**src/design/exec_pkg.sv**
```systemverilog
package exec_pkg;

    localparam int XLEN       = 32;
    localparam int MUL_STAGES = 3;   // multiplier pipeline depth
    localparam int DIV_CYCLES = 33;  // one prep cycle plus one per quotient bit
    localparam int DIV_CNT_W  = $clog2(XLEN);

    typedef logic [DIV_CNT_W-1:0] div_cnt_t;

    typedef enum logic [4:0] {
        OP_ADD,
        OP_ADDU,
        OP_SUB,
        OP_SUBU,
        OP_SLT,
        OP_SLTU,
        OP_AND,
        OP_OR,
        OP_NOR,
        OP_XOR,
        OP_LUI,
        OP_SLL,
        OP_SRL,
        OP_SRA,
        OP_MULT,
        OP_MULTU,
        OP_DIV,
        OP_DIVU,
        OP_MFHI,
        OP_MFLO,
        OP_MTHI,
        OP_MTLO
    } alu_op_e;

    typedef struct packed {
        alu_op_e         op;
        logic [XLEN-1:0] src1;
        logic [XLEN-1:0] src2;
    } exec_req_t;

    typedef struct packed {
        logic [XLEN-1:0] result;
        logic            overflow;
    } exec_resp_t;

    // one producer's request to update HI and/or LO
    typedef struct packed {
        logic            hi_we;
        logic            lo_we;
        logic [XLEN-1:0] hi;
        logic [XLEN-1:0] lo;
    } hilo_wr_t;

endpackage

```
**src/design/alu_int.sv**
```systemverilog
`timescale 1ns/1ps

module alu_int (
    input  logic                         req_valid,
    input  exec_pkg::exec_req_t          req,
    input  logic [exec_pkg::XLEN-1:0]    hi,
    input  logic [exec_pkg::XLEN-1:0]    lo,
    output exec_pkg::exec_resp_t         resp,
    output logic                         resp_en,
    output exec_pkg::hilo_wr_t           move_wr
);

    logic                      sub_en;
    logic [exec_pkg::XLEN-1:0] b_in;
    logic [exec_pkg::XLEN-1:0] sum;
    logic                      cout;
    logic                      a_msb;
    logic                      slt_bit;
    logic                      sltu_bit;
    logic                      ovf_raw;
    logic [4:0]                shamt;

    // shared adder, subtract by inverting b and carrying in 1
    assign sub_en = req.op inside {exec_pkg::OP_SUB, exec_pkg::OP_SUBU,
                                   exec_pkg::OP_SLT, exec_pkg::OP_SLTU};
    assign b_in   = sub_en ? ~req.src2 : req.src2;
    assign {cout, sum} = {1'b0, req.src1} + {1'b0, b_in} + {{exec_pkg::XLEN{1'b0}}, sub_en};

    assign a_msb   = req.src1[exec_pkg::XLEN-1];
    assign ovf_raw = (a_msb == b_in[exec_pkg::XLEN-1]) && (sum[exec_pkg::XLEN-1] != a_msb);

    // signed less-than: signs differ, or same sign and the difference is negative
    assign slt_bit  = (a_msb & ~req.src2[exec_pkg::XLEN-1]) |
                      (~(a_msb ^ req.src2[exec_pkg::XLEN-1]) & sum[exec_pkg::XLEN-1]);
    assign sltu_bit = ~cout;  // borrow out

    assign shamt = req.src1[4:0];

    always_comb begin
        resp.overflow = 1'b0;
        case (req.op)
            exec_pkg::OP_ADD: begin
                resp.result   = sum;
                resp.overflow = ovf_raw;
            end
            exec_pkg::OP_SUB: begin
                resp.result   = sum;
                resp.overflow = ovf_raw;
            end
            exec_pkg::OP_ADDU,
            exec_pkg::OP_SUBU: resp.result = sum;
            exec_pkg::OP_SLT:  resp.result = {{(exec_pkg::XLEN-1){1'b0}}, slt_bit};
            exec_pkg::OP_SLTU: resp.result = {{(exec_pkg::XLEN-1){1'b0}}, sltu_bit};
            exec_pkg::OP_AND:  resp.result = req.src1 & req.src2;
            exec_pkg::OP_OR:   resp.result = req.src1 | req.src2;
            exec_pkg::OP_NOR:  resp.result = ~(req.src1 | req.src2);
            exec_pkg::OP_XOR:  resp.result = req.src1 ^ req.src2;
            exec_pkg::OP_LUI:  resp.result = {req.src2[15:0], 16'b0};
            exec_pkg::OP_SLL:  resp.result = req.src2 << shamt;
            exec_pkg::OP_SRL:  resp.result = req.src2 >> shamt;
            exec_pkg::OP_SRA:  resp.result = $signed(req.src2) >>> shamt;
            exec_pkg::OP_MFHI: resp.result = hi;
            exec_pkg::OP_MFLO: resp.result = lo;
            default:           resp.result = '0;
        endcase
    end

    // everything except the hi/lo producers returns a register result
    assign resp_en = req_valid &&
                     !(req.op inside {exec_pkg::OP_MULT, exec_pkg::OP_MULTU,
                                      exec_pkg::OP_DIV, exec_pkg::OP_DIVU,
                                      exec_pkg::OP_MTHI, exec_pkg::OP_MTLO});

    assign move_wr.hi_we = req_valid && (req.op == exec_pkg::OP_MTHI);
    assign move_wr.lo_we = req_valid && (req.op == exec_pkg::OP_MTLO);
    assign move_wr.hi    = req.src1;  // rs goes to hi
    assign move_wr.lo    = req.src1;

endmodule

```
**src/design/mul_unit.sv**
```systemverilog
`timescale 1ns/1ps

module mul_unit (
    input  logic                clk,
    input  logic                reset,
    input  logic                start,
    input  exec_pkg::exec_req_t req,
    input  logic                cancel,
    output exec_pkg::hilo_wr_t  wr,
    output logic                busy
);

    logic                          go;
    logic                          sgn;
    logic [exec_pkg::MUL_STAGES-1:0] vld;  // one valid bit per stage

    logic [exec_pkg::XLEN-1:0]     a_mag;
    logic [exec_pkg::XLEN-1:0]     b_mag;
    logic                          neg1;
    logic [2*exec_pkg::XLEN-1:0]   prod;
    logic                          neg2;
    logic [2*exec_pkg::XLEN-1:0]   res;

    assign go  = start && (req.op inside {exec_pkg::OP_MULT, exec_pkg::OP_MULTU});
    assign sgn = (req.op == exec_pkg::OP_MULT);

    always_ff @(posedge clk) begin
        if (reset) begin
            vld <= '0;
        end else begin
            vld[0] <= go;  // a new issue survives a same-cycle cancel
            if (cancel)
                vld[exec_pkg::MUL_STAGES-1:1] <= '0;
            else
                vld[exec_pkg::MUL_STAGES-1:1] <= vld[exec_pkg::MUL_STAGES-2:0];
        end
    end

    always_ff @(posedge clk) begin
        // stage 1 magnitudes and result sign
        a_mag <= (sgn && req.src1[exec_pkg::XLEN-1]) ? -req.src1 : req.src1;
        b_mag <= (sgn && req.src2[exec_pkg::XLEN-1]) ? -req.src2 : req.src2;
        neg1  <= sgn && (req.src1[exec_pkg::XLEN-1] ^ req.src2[exec_pkg::XLEN-1]);
        // stage 2 unsigned product
        prod  <= {{exec_pkg::XLEN{1'b0}}, a_mag} * {{exec_pkg::XLEN{1'b0}}, b_mag};
        neg2  <= neg1;
        // stage 3 sign fixup
        res   <= neg2 ? -prod : prod;
    end

    assign wr.hi_we = vld[exec_pkg::MUL_STAGES-1];
    assign wr.lo_we = vld[exec_pkg::MUL_STAGES-1];
    assign wr.hi    = res[2*exec_pkg::XLEN-1:exec_pkg::XLEN];
    assign wr.lo    = res[exec_pkg::XLEN-1:0];

    assign busy = |vld;

endmodule

```
**src/design/div_unit.sv**
```systemverilog
`timescale 1ns/1ps

module div_unit (
    input  logic                clk,
    input  logic                reset,
    input  logic                start,
    input  exec_pkg::exec_req_t req,
    input  logic                cancel,
    output exec_pkg::hilo_wr_t  wr,
    output logic                busy
);

    typedef enum logic [1:0] {
        DIV_IDLE,
        DIV_PREP,
        DIV_RUN,
        DIV_DONE
    } div_state_e;

    div_state_e                  state;
    exec_pkg::div_cnt_t          cnt;    // remaining run steps
    logic                        go;
    logic                        is_signed;
    logic                        neg_q;
    logic                        neg_r;
    logic [exec_pkg::XLEN-1:0]   quo;    // dividend shifts out, quotient shifts in
    logic [exec_pkg::XLEN-1:0]   dvs;
    logic [exec_pkg::XLEN-1:0]   rem;
    logic [exec_pkg::XLEN:0]     shifted;
    logic [exec_pkg::XLEN:0]     diff;
    logic                        take;

    assign go = start && (req.op inside {exec_pkg::OP_DIV, exec_pkg::OP_DIVU});

    // one restoring step
    assign shifted = {rem, quo[exec_pkg::XLEN-1]};
    assign diff    = shifted - {1'b0, dvs};
    assign take    = shifted >= {1'b0, dvs};

    always_ff @(posedge clk) begin
        if (reset) begin
            state <= DIV_IDLE;
            cnt   <= '0;
        end else if (cancel && state != DIV_IDLE) begin
            state <= DIV_IDLE;  // abort
        end else begin
            case (state)
                DIV_IDLE: if (go) state <= DIV_PREP;
                DIV_PREP: begin
                    cnt   <= exec_pkg::div_cnt_t'(exec_pkg::DIV_CYCLES - 2);
                    state <= DIV_RUN;
                end
                DIV_RUN: begin
                    if (cnt == '0)
                        state <= DIV_DONE;
                    else
                        cnt <= cnt - 1'b1;
                end
                default: state <= DIV_IDLE;
            endcase
        end
    end

    always_ff @(posedge clk) begin
        case (state)
            DIV_IDLE: begin
                if (go) begin
                    is_signed <= (req.op == exec_pkg::OP_DIV);
                    quo       <= req.src1;
                    dvs       <= req.src2;
                end
            end
            DIV_PREP: begin
                rem <= '0;
                if (dvs == '0) begin
                    // raw dividend and no sign fixup gives lo all ones, hi src1
                    neg_q <= 1'b0;
                    neg_r <= 1'b0;
                end else begin
                    neg_q <= is_signed && (quo[exec_pkg::XLEN-1] ^ dvs[exec_pkg::XLEN-1]);
                    neg_r <= is_signed && quo[exec_pkg::XLEN-1];
                    quo   <= (is_signed && quo[exec_pkg::XLEN-1]) ? -quo : quo;
                    dvs   <= (is_signed && dvs[exec_pkg::XLEN-1]) ? -dvs : dvs;
                end
            end
            DIV_RUN: begin
                rem <= take ? diff[exec_pkg::XLEN-1:0] : shifted[exec_pkg::XLEN-1:0];
                quo <= {quo[exec_pkg::XLEN-2:0], take};
            end
            default: ;
        endcase
    end

    assign wr.hi_we = (state == DIV_DONE);
    assign wr.lo_we = (state == DIV_DONE);
    assign wr.lo    = neg_q ? -quo : quo;  // quotient
    assign wr.hi    = neg_r ? -rem : rem;  // remainder follows dividend sign

    assign busy = (state != DIV_IDLE);

endmodule

```
**src/design/hilo_regs.sv**
```systemverilog
`timescale 1ns/1ps

module hilo_regs (
    input  logic                      clk,
    input  logic                      reset,
    input  exec_pkg::hilo_wr_t        move_wr,
    input  exec_pkg::hilo_wr_t        mul_wr,
    input  exec_pkg::hilo_wr_t        div_wr,
    input  logic                      cancel,
    output logic [exec_pkg::XLEN-1:0] hi,
    output logic [exec_pkg::XLEN-1:0] lo
);

    exec_pkg::hilo_wr_t sel;

    // pick one producer per cycle
    always_comb begin
        if (div_wr.hi_we || div_wr.lo_we)
            sel = div_wr;
        else if (mul_wr.hi_we || mul_wr.lo_we)
            sel = mul_wr;
        else
            sel = move_wr;
    end

    always_ff @(posedge clk) begin
        if (reset) begin
            hi <= '0;
            lo <= '0;
        end else if (!cancel) begin  // a killed instruction never lands
            if (sel.hi_we)
                hi <= sel.hi;
            if (sel.lo_we)
                lo <= sel.lo;
        end
    end

endmodule

```
**src/design/exec_unit.sv**
```systemverilog
`timescale 1ns/1ps

module exec_unit (
    input  logic                 clk,
    input  logic                 reset,
    input  logic                 req_valid,
    input  exec_pkg::exec_req_t  req,
    input  logic                 cancel,
    output logic                 resp_valid,
    output exec_pkg::exec_resp_t resp,
    output logic                 busy
);

    exec_pkg::exec_resp_t      alu_resp;
    logic                      alu_resp_en;
    exec_pkg::hilo_wr_t        move_wr;
    exec_pkg::hilo_wr_t        mul_wr;
    exec_pkg::hilo_wr_t        div_wr;
    logic [exec_pkg::XLEN-1:0] hi;
    logic [exec_pkg::XLEN-1:0] lo;
    logic                      mul_busy;
    logic                      div_busy;

    alu_int i_alu (
        .req_valid (req_valid),
        .req       (req),
        .hi        (hi),
        .lo        (lo),
        .resp      (alu_resp),
        .resp_en   (alu_resp_en),
        .move_wr   (move_wr)
    );

    mul_unit i_mul (
        .clk    (clk),
        .reset  (reset),
        .start  (req_valid),
        .req    (req),
        .cancel (cancel),
        .wr     (mul_wr),
        .busy   (mul_busy)
    );

    div_unit i_div (
        .clk    (clk),
        .reset  (reset),
        .start  (req_valid),
        .req    (req),
        .cancel (cancel),
        .wr     (div_wr),
        .busy   (div_busy)
    );

    hilo_regs i_hilo (
        .clk     (clk),
        .reset   (reset),
        .move_wr (move_wr),
        .mul_wr  (mul_wr),
        .div_wr  (div_wr),
        .cancel  (cancel),
        .hi      (hi),
        .lo      (lo)
    );

    // register result lands one cycle after issue
    always_ff @(posedge clk) begin
        if (reset)
            resp_valid <= 1'b0;
        else
            resp_valid <= alu_resp_en;
    end

    always_ff @(posedge clk) begin
        resp <= alu_resp;
    end

    assign busy = mul_busy | div_busy;

endmodule

```
**config.mk**
```make
export PLATFORM = sky130hd
export DESIGN_NAME = exec_unit
export DESIGN_NICKNAME = d
export VERILOG_FILES = /design/src/design/exec_pkg.sv /design/src/design/alu_int.sv /design/src/design/mul_unit.sv /design/src/design/div_unit.sv /design/src/design/hilo_regs.sv /design/src/design/exec_unit.sv
export SDC_FILE = /design/constraint.sdc
export NUM_CORES = 2
export LEC_CHECK = 0
export BUFFER_PORTS_ARGS = -buffer_cell sky130_fd_sc_hd__buf_4
export CAP_MARGIN = 20
export CORE_ASPECT_RATIO = 1.5
export CORE_MARGIN = 4
export CORE_UTILIZATION = 45
export CTS_BUF_LIST = sky130_fd_sc_hd__clkbuf_4
export DETAILED_ROUTE_END_ITERATION = 12
export SLEW_MARGIN = 5
export SYNTH_ARGS = -nofsm -noshare
export SYNTH_HDL_FRONTEND = slang
export SYNTH_HIERARCHICAL = 1
export SYNTH_SLANG_ARGS = --single-unit
```
**constraint.sdc**
```tcl
create_clock -name clk -period 14.63 [get_ports clk]
set_input_delay 0.7315 -clock clk [delete_from_list [all_inputs] [get_ports clk]]
set_output_delay 0.7315 -clock clk [all_outputs]
set_load 0.1 [all_outputs]
```
; After elaboration in Yosys (flattened, before gate mapping)
; Index checks and enable logic that the tools add are counted.
[totals]
ff_bits = 401
latchBits = 0
ram_bits = 0
romBits = 0
output_inout_bits = 35
elab_cells = 146
mem_count = 0
[classes]
n_addsub = 10
mul = 1
n_div = 0
order_cmp = 1
eq_ne = 32
shifts = 3
mux = 24
n_bitwise = 16
reduce_logical = 38
[op_table]
columns = op, count
row1 = $pmux W32 S13, 1
row2 = $mux W32, 12
row3 = $neg A32 Y32, 5
row4 = $mux W66, 2
row5 = $pmux W32 S2, 2
row6 = $pmux W32 S3, 1
row7 = $mul A32 B32 Y64, 1
row8 = $mux W64, 1
row9 = $neg A64 Y64, 1
row10 = $not A32 Y32, 2
row11 = $eq A5 B4 Y1 const B, 8
row12 = $add A32 B32 Y33, 1
row13 = $add A33 B1 Y33, 1
row14 = $ge A33 B32 Y1, 1
row15 = $and A32 B32 Y32, 1
row16 = $logic_not A32 Y1, 1
row17 = $or A32 B32 Y32, 1
row18 = $shl A32 B5 Y32, 1
row19 = $shr A32 B5 Y32, 1
row20 = $sshr A32 B5 Y32, 1
row21 = $sub A32 B32 Y32, 1
row22 = $xor A32 B32 Y32, 1
row23 = $eq A5 B5 Y1 const B, 6
row24 = $eq A5 B3 Y1 const B, 4
row25 = 31 further kinds, 68

; Depth between registers and ports, before layout
[logic_depth]
depth_word = 8
mapped_depth = 28

; Hierarchy
; Netlist, hierarchy kept.
[by_module_without_submodules]
columns = mod, instances, cells_each, area_per_inst_um2, seq_area_each_um2
row1 = mul_unit, 1, 4278, 39907.0, 3943.8
row2 = div_unit, 1, 1058, 9097.5, 3113.0
row3 = alu_int, 1, 1249, 8144.1, 0.0
row4 = hilo_regs, 1, 513, 3616.0, 1281.2
row5 = exec_unit, 1, 36, 693.2, 680.7

; Worst setup path before layout
; No wires, ideal clock.
[synth_timing]
path_kind = register to register
startpoint = register i_mul/b_mag[9] in the netlist's numbering
endpoint = register i_mul/prod[61] in the netlist's numbering
t_arrival_ns = 7.112
required_time_ns = 14.558
setup_slack_ns = 7.446
stages_incl_launch_ff = 27
synth_period_minus_slack_ns = 7.184
path_cell_list = dfxtp_1 -> clkbuf_1 -> and2_1 -> fa_1 -> fa_1 -> inv_1 -> fa_1 -> fa_1 -> inv_1 -> fa_1 -> fa_1 -> fa_1 -> inv_1 -> fa_1 -> inv_1 -> ha_1 -> clkbuf_1 -> a21o_1 -> a21oi_1 -> nor2_1 -> a2111oi_0 -> o41ai_1 -> nor3_1 -> a21oi_1 -> a211o_1 -> a221oi_1 -> xnor2_1
[synth_between]
elab_chain_cells = 1
[synth_rtl]
columns = item, line
row1 = from (decl), mul_unit.sv:18  ; logic [exec_pkg::XLEN-1:0] b_mag;
row2 = from (signal assigned), mul_unit.sv:42  ; b_mag <= (sgn && req.src2[exec_pkg::XLEN-1]) ? -req.src2 : req.src2;
row3 = $mul A32 B32 Y64, mul_unit.sv:45  ; prod <= {{exec_pkg::XLEN{1'b0}}, a_mag} * {{exec_pkg::XLEN{1'b0}}, b_mag};
row4 = to (signal assigned), mul_unit.sv:45
row5 = to (decl), mul_unit.sv:20  ; logic [2*exec_pkg::XLEN-1:0] prod;
; No other way between the ends.
; A chain may end at the register's enable or synchronous reset.

; Worst setup path in the final report
[layout_timing]
startpoint = register i_mul/a_mag[27] in the netlist's numbering
endpoint = register i_mul/prod[61] in the netlist's numbering
[layout_between]
elab_chain_cells = 1
[layout_rtl]
columns = item, line
row1 = from (decl), mul_unit.sv:17  ; logic [exec_pkg::XLEN-1:0] a_mag;
row2 = from (signal assigned), mul_unit.sv:41  ; a_mag <= (sgn && req.src1[exec_pkg::XLEN-1]) ? -req.src1 : req.src1;
row3 = $mul A32 B32 Y64, mul_unit.sv:45
; No other way between the ends.

==> results by group <==
Outcome
  – Outcome: complete, no violations

Global route
  – Initial antenna violation count: 21
  – First-pass GRT wire length: 343,000 um
  – Gr usage total: 32.6%
  – Overflow after GRT: 0
  – Largest net degree at the start of global routing: 110
  – Number of global-route vias before repair: 54,400

Synth
  – Post-synth EDFFs: 99
  – Most common library cells after synthesis: inv_1, fa_1, nand2_1
  – Register bit total from synthesis: 401
  – Dominant cell type by area after synthesis: fa_1
  – Distinct cells, synth: 104
  – Syn Inst Count: 7,134
  – Post-Syn Nets: 8,510
  – Mapped Area: 61,500 sq um
  – Ys Warns: 6
  – Synth Flop Type: dfxtp_1
  – Most common cell in the netlist: inv_1
  – Top-area cell type share of the netlist area: 29.3%
  – Syn Area/Cell: 8.61 sq um
  – Register area share after synthesis: 14.7%
  – Async set or reset register ratio after synthesis: 0%
  – Dominant cells by area after synthesis: fa_1, dfxtp_1, ha_1

Die
  – Die Ht: 461 um
  – Ports: 108
  – Initial Util: 45.4%
  – Total Die Area: 143,000 sq um
  – Width of the die: 310 um
  – Core Region: 135,000 sq um
  – Rows: 165

STA
  – Post-route clock skew: 107 ps
  – Setup violators final: 0
  – Worst-margin pin slew: 1080 ps
  – Final hold vios: 0
  – RSZ-0062 raised after global routing: no
  – Tmin final: 8620 ps
  – Fin crit share: 58.9%
  – Slew margin rel.: 28.1%
  – Setup TNS Final: 0 ps
  – Final Max Slew Viols: 0
  – Max Clk Rate: 0.116 GHz

Route
  – 1st-iter DRT viols: 3,992
  – Routed len/inst: 26.4 um
  – Vias: 51,900
  – Final wirelength: 232,000 um
  – Vias per inst: 5.90
  – Detail Route Antenna Nets: 0
  – DRC viols: 0
  – Initial DRT Pass Iterations: 7

Clock tree
  – Postcts setup bufs: 0
  – H-tree levels: 3
  – CTS buffer count: 101
  – CTS-repair resized insts: 0
  – Clock slew at reported path FFs: 70 ps
  – Longest Clk Path Bufs: 3
  – CTS Hold Buffers Added: 8
  – Skew-Pair Late Insertion Delay: 1030 ps
  – CTS tree: built
  – Root Buffer: clkbuf_4
  – Clock sink count: 401

Worst setup path
  – Arrival @ worst endpoint: 9550 ps
  – Crit path largest cell delay: 760 ps
  – Worst reg2reg path startpoint: i_mul/a_mag[27]
  – Crit path max fanout: 19
  – Max stage delay cell, worst path: dfxtp_1
  – Startpoint types: flip-flop
  – FF-to-FF path depth: 23
  – Critical Path End Type: flip-flop
  – Cell Chain, Critical Path: buf_4, and2_1, fa_1, inv_1, fa_1, fa_1, fa_1, inv_1, fa_1, fa_1, fa_1, fa_1, ha_1, a21o_1, a21oi_1, o21ai_0, a2111oi_0, o41ai_1, nor3_1, a21oi_1, a211o_1, a221oi_1, xnor2_1
  – Cell repeated most along the worst path: fa_1
  – Setup Crit Path Kind: reg -> reg
  – R2R setup slack: 6010 ps
  – Reg-to-reg endpoint: i_mul/prod[61]
  – Worst EP required: 15,560 ps

Placement
  – HPWL Detailed: 173,000 um
  – Routability cong.: 1.01
  – Port bufs: 107

Min path
  – Hold Crit Depth: 4
  – Worst Hold Launch: req_valid
  – Hold WC Path Type: in -> reg
  – Hold EP: resp_valid

Cells and area
  – Layout area overhead: 4.88%
  – Layout Nets: 8,324
  – Filler Cell Count: 13,300
  – Share of cells above drive strength 1: 6.85%

Job
  – Maxcap violations: 0
## worst max path at each step
stage                          startpoint             end  slack [ps]  cells past startpoint
final                     i_mul/a_mag[27]  i_mul/prod[61]        6010                     23
after global routing       i_mul/b_mag[8]  i_mul/prod[52]        5740                     25
after CTS                 i_mul/a_mag[27]  i_mul/prod[61]        6170                     23
after detailed placement  i_mul/a_mag[27]  i_mul/prod[61]        6220                     23
after global placement     i_mul/b_mag[8]  i_mul/prod[62]        6260                     24
after floorplan            i_mul/b_mag[9]  i_mul/prod[61]        7450                     26
## placed cells by master (no fill, tap or decap), types with 13 or more instances in the layout
cell type  count
ha_1         403
or3_1         32
edfxtp_1      99
o31ai_1       38
o211ai_1      33
nand2b_1      45
nor3_1        75
o21a_1        13
fa_1         898
o41ai_1       19
clkinv_1      33
dfxtp_1      288
and3_1        19
nand3_1       64
a311o_1       66
a222oi_1      14
nor4_1        24
nor2b_1       27
a211oi_1      30
o221ai_1      13
mux2_2        35
a21o_1        69
mux2i_1       73
a221oi_1      24
o21ai_0      298
or4_1         29
dfxtp_2       13
buf_4        202
a22oi_1       45
xnor2_1      283
nand2_1      828
clkbuf_4     139
nand4_1       42
a21oi_1      360
inv_1        999
xor2_1        84
nor2_1       340
a31oi_1       31
and2_1       636
## registers in the layout, indices dropped and copies added, names as in the netlist, 2 cells and up
register,flops
i_mul/prod,64
i_mul/res,64
resp,33
i_div/dvs,32
i_div/quo,32
i_div/rem,32
i_hilo/hi,32
i_hilo/lo,32
i_mul/a_mag,32
i_mul/b_mag,32
i_div/cnt,5
i_mul/vld,3
i_div/state,2
## final cells by class
class / instances / area, sq um / share of cell area (%)
clock inverter: 42 / 240 / 0.373
inverter: 1003 / 3770 / 5.84
sequential: 401 / 9040 / 14.0
clock buffer: 139 / 1040 / 1.62
antenna: 11 / 27.5 / 0.0427
multi-input combinational: 5228 / 46500 / 72.1
tap: 1753 / 2190 / 3.40
timing repair buffer: 213 / 1640 / 2.55
## metrics by stage
step | instance area, sq um | setup WS, ps | util [%] | hold slack [ps] | std cells
5_1_grt | 64400 | 5740 | 47.7 | 51.4 | 8783
3_3_place_gp | 63000 | 6260 | 46.6 | 318 | 8587
4_1_cts | 64400 | 6170 | 47.6 | 17.4 | 8777
2_1_floorplan | 61500 | 7450 | - | 310 | 7134
3_5_place_dp | 63000 | 6220 | 46.6 | 317 | 8588
6_report | 64500 | 6010 | 47.7 | 118 | 8790
## worst max-delay path, delay by kind of cell (launching register included)
kind | cells | cell delay [ps]
fa+ha+maj | 9 | 4290
compound gates | 8 | 2230
flops | 1 | 760
xor+xnor | 1 | 150
buf+inv | 3 | 590
simple gates | 2 | 450
## metal layers
layer	wire length, um	part of all wire [%]	track usage, %	vias up
li1	-	-	-	22700
met1	79000	34	34.8	26000
met2	114000	49	56.1	2322
met3	16500	7.1	6.28	895
met4	22700	9.8	26.2	10
met5	97	0.042	0.208	-
## kinds of logic after synthesis
group	synth area share, %
AOI/OAI and AO/OA	12.7
DFF	14.7
and+or+nand+nor	18.2
xor gates and xnor gates	5.23
buffers and inverters	9.77
muxes	2.00
adders and majority gates	37.5
Power is not shown: default switching activity piles up to over one toggle a cycle in this logic, so the estimate is an artifact.
